==> src/source/filter_cond_pkg.sv <==
// --------------------
// Shared widths, packet and configuration types for the filter-condition engine
// Imported by every RTL module of the engine and by its testbench
// --------------------
`default_nettype none

package filter_cond_pkg;

    // --------------------
    // Widths and depths
    // --------------------
    localparam int DATA_W      = 32;
    localparam int ID_W        = 8;
    localparam int ADDR_W      = 16;
    localparam int COUNT_W     = 16;
    localparam int FIFO_DEPTH  = 16;
    localparam int PROG_THRESH = 8;

    // Pointer and fill widths, depth is a power of two
    localparam int                  FIFO_PTR_W      = $clog2(FIFO_DEPTH);
    localparam logic [FIFO_PTR_W:0] FIFO_FULL_LEVEL = FIFO_DEPTH[FIFO_PTR_W:0];
    localparam logic [FIFO_PTR_W:0] FIFO_PROG_LEVEL = PROG_THRESH[FIFO_PTR_W:0];

    // --------------------
    // Data word and operator
    // --------------------
    // Same bits, read either way depending on signed_cmp
    typedef union packed {
        logic        [DATA_W-1:0] u;
        logic signed [DATA_W-1:0] s;
    } data_word_t;

    typedef enum logic [1:0] {
        CMP_EQ = 2'd0,
        CMP_NE = 2'd1,
        CMP_LT = 2'd2,
        CMP_GT = 2'd3
    } cmp_op_t;

    // --------------------
    // Packets
    // --------------------
    typedef struct packed {
        logic [ID_W-1:0]   to;
        logic [ID_W-1:0]   from;
        logic [ADDR_W-1:0] address;
    } packet_meta_t;

    typedef struct packed {
        packet_meta_t meta;
        data_word_t   data;
    } packet_payload_t;

    typedef struct packed {
        logic            valid;
        packet_payload_t payload;
    } mem_packet_t;

    // --------------------
    // Job control
    // --------------------
    typedef struct packed {
        cmp_op_t         op;
        logic            signed_cmp;
        data_word_t      value;
        logic            conditional_flag;
        logic [ID_W-1:0] if_id;
        logic [ID_W-1:0] else_id;
    } filter_param_t;

    typedef struct packed {
        logic          valid;
        filter_param_t param;
    } filter_config_t;

    typedef struct packed {
        logic               valid;
        logic [COUNT_W-1:0] count;
    } descriptor_t;

    typedef struct packed {
        logic empty;
        logic full;
        logic prog_full;
    } fifo_flags_t;

endpackage

`default_nettype wire

==> src/source/packet_fifo.sv <==
// --------------------
// Synchronous FIFO for packet payloads
// Output valid follows a read by one cycle, prog_full tracks the fill level
// --------------------
`timescale 1ns/1ps
`default_nettype none

module packet_fifo (
    input  logic                             ap_clk,
    input  logic                             areset_generator,
    input  logic                             wr_en,
    input  filter_cond_pkg::packet_payload_t din,
    input  logic                             rd_en,
    output filter_cond_pkg::mem_packet_t     dout,
    output filter_cond_pkg::fifo_flags_t     flags
);
    import filter_cond_pkg::*;

    packet_payload_t       mem [FIFO_DEPTH];
    logic [FIFO_PTR_W-1:0] wr_ptr;
    logic [FIFO_PTR_W-1:0] rd_ptr;
    logic [FIFO_PTR_W:0]   fill;
    logic                  do_write;
    logic                  do_read;

    assign do_write = wr_en & ~flags.full;
    assign do_read  = rd_en & ~flags.empty;

    assign flags.empty     = (fill == '0);
    assign flags.full      = (fill == FIFO_FULL_LEVEL);
    assign flags.prog_full = (fill >= FIFO_PROG_LEVEL);

    // --------------------
    // Storage
    // --------------------
    always_ff @(posedge ap_clk) begin
        if (do_write) begin
            mem[wr_ptr] <= din;
        end
    end

    // Pointers wrap on their own
    always_ff @(posedge ap_clk) begin
        if (areset_generator) begin
            wr_ptr <= '0;
            rd_ptr <= '0;
            fill   <= '0;
        end else begin
            if (do_write) begin
                wr_ptr <= wr_ptr + 1'b1;
            end
            if (do_read) begin
                rd_ptr <= rd_ptr + 1'b1;
            end
            case ({do_write, do_read})
                2'b10:   fill <= fill + 1'b1;
                2'b01:   fill <= fill - 1'b1;
                default: fill <= fill;
            endcase
        end
    end

    // Read data with its valid one cycle after the pop
    always_ff @(posedge ap_clk) begin
        dout.valid <= do_read;
        if (do_read) begin
            dout.payload <= mem[rd_ptr];
        end
        if (areset_generator) begin
            dout.valid <= 1'b0;
        end
    end

    // Producer must watch full, consumer must watch empty
    a_no_write_full: assert property (
        @(posedge ap_clk) disable iff (areset_generator) wr_en |-> !flags.full)
        else $error("packet_fifo write while full");

    a_no_read_empty: assert property (
        @(posedge ap_clk) disable iff (areset_generator) rd_en |-> !flags.empty)
        else $error("packet_fifo read while empty");

endmodule

`default_nettype wire

==> src/source/filter_cond_control.sv <==
// --------------------
// Job control for the filter-condition engine
// Requests the configuration, paces input pops and reports done
// --------------------
`timescale 1ns/1ps
`default_nettype none

module filter_cond_control (
    input  logic                            ap_clk,
    input  logic                            areset_generator,
    input  filter_cond_pkg::descriptor_t    descriptor,
    input  logic                            config_ready,
    input  filter_cond_pkg::filter_config_t cfg,
    input  filter_cond_pkg::fifo_flags_t    in_flags,
    input  filter_cond_pkg::fifo_flags_t    out_flags,
    input  logic                            kernel_valid,
    input  logic                            route_valid,
    input  logic                            popped_valid,
    output logic                            configure_setup,
    output filter_cond_pkg::filter_param_t  param,
    output logic                            param_valid,
    output logic                            pop,
    output logic                            done
);
    import filter_cond_pkg::*;

    typedef enum logic [2:0] {
        ST_IDLE,
        ST_SETUP_REQ,
        ST_SETUP_WAIT,
        ST_BUSY,
        ST_DONE
    } ctrl_state_t;

    ctrl_state_t        state;
    logic [COUNT_W-1:0] job_count;
    logic [COUNT_W-1:0] pop_count;
    logic               count_reached;
    logic               pipe_empty;
    logic               job_start;

    assign count_reached = (pop_count == job_count);
    assign pipe_empty    = ~pop & ~popped_valid & ~kernel_valid & ~route_valid;
    assign job_start     = descriptor.valid & ((state == ST_IDLE) | (state == ST_DONE));

    // Hold off while the output side is nearly full
    assign pop = (state == ST_BUSY) & ~in_flags.empty & ~out_flags.prog_full & ~count_reached;

    // --------------------
    // Job FSM
    // --------------------
    always_ff @(posedge ap_clk) begin
        if (areset_generator) begin
            state           <= ST_IDLE;
            configure_setup <= 1'b0;
            param_valid     <= 1'b0;
            done            <= 1'b0;
            job_count       <= '0;
            pop_count       <= '0;
        end else begin
            configure_setup <= 1'b0;
            case (state)
                ST_IDLE, ST_DONE: begin
                    if (job_start) begin
                        state       <= ST_SETUP_REQ;
                        done        <= 1'b0;
                        param_valid <= 1'b0;
                        job_count   <= descriptor.count;
                        pop_count   <= '0;
                    end
                end
                ST_SETUP_REQ: begin
                    // Single request pulse, then wait for the answer
                    if (config_ready) begin
                        configure_setup <= 1'b1;
                        state           <= ST_SETUP_WAIT;
                    end
                end
                ST_SETUP_WAIT: begin
                    if (cfg.valid) begin
                        param_valid <= 1'b1;
                        state       <= ST_BUSY;
                    end
                end
                ST_BUSY: begin
                    if (pop) begin
                        pop_count <= pop_count + 1'b1;
                    end
                    // Last packet has left the route stage
                    if (count_reached && pipe_empty) begin
                        done  <= 1'b1;
                        state <= ST_DONE;
                    end
                end
                default: begin
                    state <= ST_IDLE;
                end
            endcase
        end
    end

    // Parameters latched once per job
    always_ff @(posedge ap_clk) begin
        if (state == ST_SETUP_WAIT && cfg.valid) begin
            param <= cfg.param;
        end
    end

    // Configuration words only answer a pending request
    a_config_after_request: assert property (
        @(posedge ap_clk) disable iff (areset_generator) cfg.valid |-> (state == ST_SETUP_WAIT))
        else $error("configuration word arrived outside the setup wait");

endmodule

`default_nettype wire

==> src/source/filter_cond_kernel.sv <==
// --------------------
// Compare stage of the filter-condition engine
// Registers the packet together with its pass/fail flag
// --------------------
`timescale 1ns/1ps
`default_nettype none

module filter_cond_kernel (
    input  logic                           ap_clk,
    input  logic                           areset_generator,
    input  filter_cond_pkg::filter_param_t param,
    input  filter_cond_pkg::mem_packet_t   in_pkt,
    output filter_cond_pkg::mem_packet_t   out_pkt,
    output logic                           result_flag
);
    import filter_cond_pkg::*;

    logic is_eq;
    logic is_lt;
    logic pass;

    always_comb begin
        is_eq = (in_pkt.payload.data.u == param.value.u);
        // Signed view only when the job asks for it
        if (param.signed_cmp) begin
            is_lt = (in_pkt.payload.data.s < param.value.s);
        end else begin
            is_lt = (in_pkt.payload.data.u < param.value.u);
        end
        case (param.op)
            CMP_EQ:  pass = is_eq;
            CMP_NE:  pass = ~is_eq;
            CMP_LT:  pass = is_lt;
            default: pass = ~is_lt & ~is_eq;
        endcase
    end

    always_ff @(posedge ap_clk) begin
        out_pkt     <= in_pkt;
        result_flag <= pass;
        if (areset_generator) begin
            out_pkt.valid <= 1'b0;
        end
    end

endmodule

`default_nettype wire

==> src/source/filter_cond_route.sv <==
// --------------------
// Route stage of the filter-condition engine
// Drops failing packets or rewrites the destination, then writes the output FIFO
// --------------------
`timescale 1ns/1ps
`default_nettype none

module filter_cond_route (
    input  logic                             ap_clk,
    input  logic                             areset_generator,
    input  filter_cond_pkg::filter_param_t   param,
    input  filter_cond_pkg::mem_packet_t     in_pkt,
    input  logic                             result_flag,
    output logic                             wr_en,
    output filter_cond_pkg::packet_payload_t dout
);
    import filter_cond_pkg::*;

    logic            keep;
    logic [ID_W-1:0] next_to;

    // Conditional mode keeps everything
    assign keep = param.conditional_flag | result_flag;

    always_comb begin
        if (!param.conditional_flag) begin
            next_to = in_pkt.payload.meta.to;
        end else if (result_flag) begin
            next_to = param.if_id;
        end else begin
            next_to = param.else_id;
        end
    end

    // --------------------
    // Output FIFO write
    // --------------------
    always_ff @(posedge ap_clk) begin
        if (areset_generator) begin
            wr_en <= 1'b0;
        end else begin
            wr_en <= in_pkt.valid & keep;
        end
    end

    // Data, address and source pass through
    always_ff @(posedge ap_clk) begin
        dout         <= in_pkt.payload;
        dout.meta.to <= next_to;
    end

endmodule

`default_nettype wire

==> src/source/engine_filter_cond_generator.sv <==
// --------------------
// Filter-condition engine top level
// Registers the inputs and connects the FIFOs, control, compare and route stages
// --------------------
`timescale 1ns/1ps
`default_nettype none

module engine_filter_cond_generator (
    input  logic                            ap_clk,
    input  logic                            areset_generator,
    input  filter_cond_pkg::descriptor_t    descriptor_in,
    input  logic                            config_ready,
    input  filter_cond_pkg::filter_config_t config_in,
    input  filter_cond_pkg::mem_packet_t    response_in,
    output logic                            response_full,
    output logic                            configure_setup,
    input  logic                            request_rd_en,
    output filter_cond_pkg::mem_packet_t    request_out,
    output logic                            done
);
    import filter_cond_pkg::*;

    descriptor_t     descriptor_reg;
    filter_config_t  config_reg;
    mem_packet_t     response_reg;
    fifo_flags_t     in_flags;
    fifo_flags_t     out_flags;
    mem_packet_t     popped_pkt;
    mem_packet_t     kernel_in;
    mem_packet_t     kernel_pkt;
    filter_param_t   param;
    logic            param_valid;
    logic            pop;
    logic            result_flag;
    logic            route_wr_en;
    packet_payload_t route_dout;
    logic            request_pop;

    // --------------------
    // Input registers
    // --------------------
    always_ff @(posedge ap_clk) begin
        descriptor_reg <= descriptor_in;
        config_reg     <= config_in;
        response_reg   <= response_in;
        if (areset_generator) begin
            descriptor_reg.valid <= 1'b0;
            config_reg.valid     <= 1'b0;
            response_reg.valid   <= 1'b0;
        end
    end

    // Early full leaves room for the push still in the input register
    assign response_full = in_flags.prog_full;

    packet_fifo u_response_fifo (
        .ap_clk           (ap_clk),
        .areset_generator (areset_generator),
        .wr_en            (response_reg.valid),
        .din              (response_reg.payload),
        .rd_en            (pop),
        .dout             (popped_pkt),
        .flags            (in_flags)
    );

    filter_cond_control u_control (
        .ap_clk           (ap_clk),
        .areset_generator (areset_generator),
        .descriptor       (descriptor_reg),
        .config_ready     (config_ready),
        .cfg              (config_reg),
        .in_flags         (in_flags),
        .out_flags        (out_flags),
        .kernel_valid     (kernel_pkt.valid),
        .route_valid      (route_wr_en),
        .popped_valid     (popped_pkt.valid),
        .configure_setup  (configure_setup),
        .param            (param),
        .param_valid      (param_valid),
        .pop              (pop),
        .done             (done)
    );

    // Compare only against a loaded configuration
    always_comb begin
        kernel_in       = popped_pkt;
        kernel_in.valid = popped_pkt.valid & param_valid;
    end

    filter_cond_kernel u_kernel (
        .ap_clk           (ap_clk),
        .areset_generator (areset_generator),
        .param            (param),
        .in_pkt           (kernel_in),
        .out_pkt          (kernel_pkt),
        .result_flag      (result_flag)
    );

    filter_cond_route u_route (
        .ap_clk           (ap_clk),
        .areset_generator (areset_generator),
        .param            (param),
        .in_pkt           (kernel_pkt),
        .result_flag      (result_flag),
        .wr_en            (route_wr_en),
        .dout             (route_dout)
    );

    // --------------------
    // Output FIFO
    // --------------------
    assign request_pop = request_rd_en & ~out_flags.empty;

    packet_fifo u_request_fifo (
        .ap_clk           (ap_clk),
        .areset_generator (areset_generator),
        .wr_en            (route_wr_en),
        .din              (route_dout),
        .rd_en            (request_pop),
        .dout             (request_out),
        .flags            (out_flags)
    );

endmodule

`default_nettype wire

==> config.mk <==
export PLATFORM = sky130hd
export DESIGN_NAME = engine_filter_cond_generator
export DESIGN_NICKNAME = d
export VERILOG_FILES = /design/src/source/filter_cond_pkg.sv /design/src/source/packet_fifo.sv /design/src/source/filter_cond_control.sv /design/src/source/filter_cond_kernel.sv /design/src/source/filter_cond_route.sv /design/src/source/engine_filter_cond_generator.sv
export SDC_FILE = /design/constraint.sdc
export NUM_CORES = 2
export LEC_CHECK = 0
export ABC_AREA = 0
export BUFFER_PORTS_ARGS = -buffer_cell sky130_fd_sc_hd__buf_2
export CAP_MARGIN = 40
export CORE_UTILIZATION = 51
export DETAILED_ROUTE_END_ITERATION = 6
export GPL_ROUTABILITY_DRIVEN = 0
export PLACE_DENSITY_LB_ADDON = 0.12
export SYNTH_ARGS = -nofsm -noshare
export SYNTH_HDL_FRONTEND = slang
export SYNTH_SLANG_ARGS = --single-unit
==> constraint.sdc <==
create_clock -name ap_clk -period 7.7 [get_ports ap_clk]
set_input_delay 0.385 -clock ap_clk [delete_from_list [all_inputs] [get_ports ap_clk]]
set_output_delay 0.385 -clock ap_clk [all_outputs]
set_load 0.02 [all_outputs]
==> summary.md <==
| Metric | Value |
|---|---|
| Clock network power share | `0.450` |
| Regs by FF count | `u_request_fifo.mem (1024), u_response_fifo.mem (1024)` |
| RSZ-0062 raised after global routing | `no` |
| Port bufs | `206` |
| CP max FO | `42` |
| Final ANT Viol Nets | `0` |
| Area of the mapped netlist | `0.0917 mm²` |
| Sw Pwr | `0.00532 W` |
| Combinational share of power | `0.009` |
| Vias in the first global route | `42200` |
| Core Area | `about 0.18 mm²` |
| WL/cell | `28.7 µm` |
| Synth cell types | `50` |
| Grt ovf | `0` |
| DRC | `0` |
| Fillers | `about 12000` |
| Top cells by area, synth | `edfxtp_1, mux4_2, dfxtp_1` |
| Fraction of layout cells with a size suffix above 1 | `0.298` |
| First-pass iteration count of the detailed router | `5` |
| #FFs+latches synth | `roughly 2600` |
| Fin Setup TNS | `0 ps` |
| Final Hold Fails | `0` |
| Max Transition Viols Final | `0` |
| Worst skew pair latency | `~920 ps` |
| TritonCTS clock tree | `built` |
| Area delta synth->final | `16.1%` |
| Avg Inst Size Synth | `between 20 and 25 µm²` |
| Gr usage total | `0.224` |
| Die span in y | `426 µm` |
| Worst-margin pin slew | `891 ps` |
| Seq. cell area | `0.0736 mm²` |
| CTS sink count | `2560` |
| Detail Placement HPWL | `roughly 110 mm` |
| Multi-input gate area | `between 0.015 and 0.02 mm²` |
| Top_reg_cell synth | `edfxtp_1` |
| Worst-path clk slew | `60 ps` |
| Fin Clk Skew | `43.1 ps` |
| PnR worst setup slack | `3790 ps` |
| Worst hold path class | `in -> reg` |
| Clock buffer depth | `4` |
| Post-CTS resize count | `0` |
| Worst vdd ir | `0.224 mV` |
| Max Clk Rate | `0.256 GHz` |
| Nets | `4613` |
| Post-synth EDFFs | `2228` |
| Critical Path Start Type | `register` |
| Worst path required time | `8510 ps` |
| Asr flop ratio synth | `0` |
| Antenna violations before repair | `6` |
| Synth Instances | `3863` |
| Initial core utilization | `0.513` |
| Synth top cells by count | `edfxtp_1, mux4_2, dfxtp_1` |
| Row count | `155` |
| Outcome | `finished, final reports clean` |
| Setup WS pre-CTS | `3760 ps` |
| DIE AREA | `roughly 0.18 mm²` |
| Synthesis Warnings | `0` |
| Crit share post-route | `0.508` |
| Pwr dens | `263 mW/mm²` |
| Arr. time, crit path | `4720 ps` |
| Largest net degree at the start of global routing | `101` |
| Max-cap violations | `0` |
| Hold_buf cts | `~140` |
| Num CTS Buffers | `279` |
| CP Class | `reg -> reg` |
| Root buf cell | `clkbuf_16` |
| Max-slew headroom | `0.401` |
| IO Pins | `about 210` |
| Vias | `approximately 40000` |
| ANT cells | `0` |
| Fraction of power spent switching nets | `0.190` |
| Final setup fails | `0` |
| Final min period | `3910 ps` |
| CTS H-Tree Depth | `5` |
| Via density | `5.80` |
| Pint | `0.0227 W` |
| Synth Net Count | `between 4000 and 5000` |
| Sequential area share after synthesis | `0.802` |
| Sequential power share | `0.540` |
| First-pass GRT wire length | `between 200 and 300 mm` |
| Cell accounting for the most synthesized area | `edfxtp_1` |
| Die Wd | `426 µm` |
| Crit end category | `register` |
| Lkg Pwr | `33.6 nW` |
| Routed Wire Length | `200 mm` |
| Post-CTS Setup Bufs | `0` |
| Most frequent cell after synthesis | `edfxtp_1` |
| Synth top area share | `0.730` |
| Iter 0 DRT Violations | `3907` |
[through the flow]
stage / power, W / instance area (µm²) / hold WS [ps] / util / std cells
final: 0.0280 / 107000 / 116 / 0.596 / 6978
after global routing: 0.0289 / 107000 / 76.6 / 0.596 / 6978
after CTS: 0.0283 / 107000 / 33.7 / 0.596 / 6978
after detailed placement: 0.0157 / 96500 / 312 / 0.540 / 6359
after global placement: 0.0156 / 96000 / 310 / 0.537 / 6339
after floorplan: 0.0155 / 91700 / 310 / - / 3863
[routing by layer]
layer  up-vias  global-route usage  share of wire
li1      17300                   -              -
met1     21800               0.313           0.42
met2      1077               0.374           0.51
met3       296              0.0324          0.046
met4         0              0.0595          0.023
met5         -                   0              0
[placed cells by master, fill, tap and decap left out, drive strengths merged, types with 4 or more instances in the layout]
cell type | netlist | routed
a21o | 6 | 6
a21oi | 60 | 60
and3 | 4 | 4
buf | 70 | 310
bufinv | 0 | 10
clkbuf | 100 | 407
clkinv | 0 | 56
clkinvlp | 0 | 5
dfxtp | 332 | 332
dlygate4sd3 | 0 | 136
edfxtp | 2228 | 2228
ha | 51 | 51
inv | 44 | 49
mux2i | 12 | 12
mux4 | 640 | 640
nand2 | 67 | 67
nand2b | 5 | 5
nand3 | 11 | 11
nand4 | 16 | 16
nor2 | 85 | 85
nor2b | 10 | 10
nor3 | 18 | 18
nor4 | 7 | 7
o21ai | 10 | 10
or3 | 4 | 4
or4 | 5 | 5
xnor2 | 30 | 30
xor2 | 11 | 11
[worst max-delay path, stage by stage, from the launching register on]
cell	delay (ps)
dfxtp_1	440
and2b_1	200
nand2_1	90
or4_1	710
nor2_4	160
buf_4	580
ha_1	410
ha_1	320
a21o_1	170
a21oi_1	180
xor2_1	100
or3_1	310
a21oi_1	150
[logic make-up (layout without fill, tap and decap cells)]
logic type / count (synthesis) / count (layout) / share of synthesized area
AO/OA/AOI/OAI: 98 / 98 / 0.00632
flip-flops: 2560 / 2560 / 0.802
XOR/XNOR: 41 / 41 / 0.00392
adder cells (fa/ha/maj): 53 / 53 / 0.00739
AND/OR/NAND/NOR: 245 / 245 / 0.0125
buffers and inverters: 214 / 974 / 0.00936
multiplexers: 652 / 652 / 0.158
[power groups by stage]
stage / clock [W] / sequential, W / combinational, W
after floorplan: 0 / 0.0154 / 0.000108
after detailed placement: 0 / 0.0154 / 0.000208
final: 0.0126 / 0.0152 / 0.000258
after CTS: 0.0129 / 0.0152 / 0.000262
after global placement: 0 / 0.0154 / 0.000206
after global routing: 0.0134 / 0.0152 / 0.000278
[layout make-up]
class / instances / area share
timing repair buffer: 447 / 0.0340
inverter: 44 / 0.00155
clock inverter: 76 / 0.00606
sequential: 2560 / 0.691
multi-input combinational: 1089 / 0.165
tap: 2355 / 0.0277
clock buffer: 407 / 0.0752
[path summary, 6_finish.rpt]
path | end | startpoint | depth (start not counted) | slack [ps]
max reg2reg | u_response_fifo.fill[4]$_SDFFE_PP0P_ | u_control.state[0]$_SDFFE_PP0P_ | 12 | 3790
min reg2reg | u_route.dout[55]$_DFF_P_ | u_kernel.out_pkt[55]$_DFF_P_ | 0 | 320
min | response_reg[38]$_DFF_P_ | response_in[38] | 2 | 120
max | u_response_fifo.fill[4]$_SDFFE_PP0P_ | u_control.state[0]$_SDFFE_PP0P_ | 12 | 3790
(Power assumes the default switching activity.)
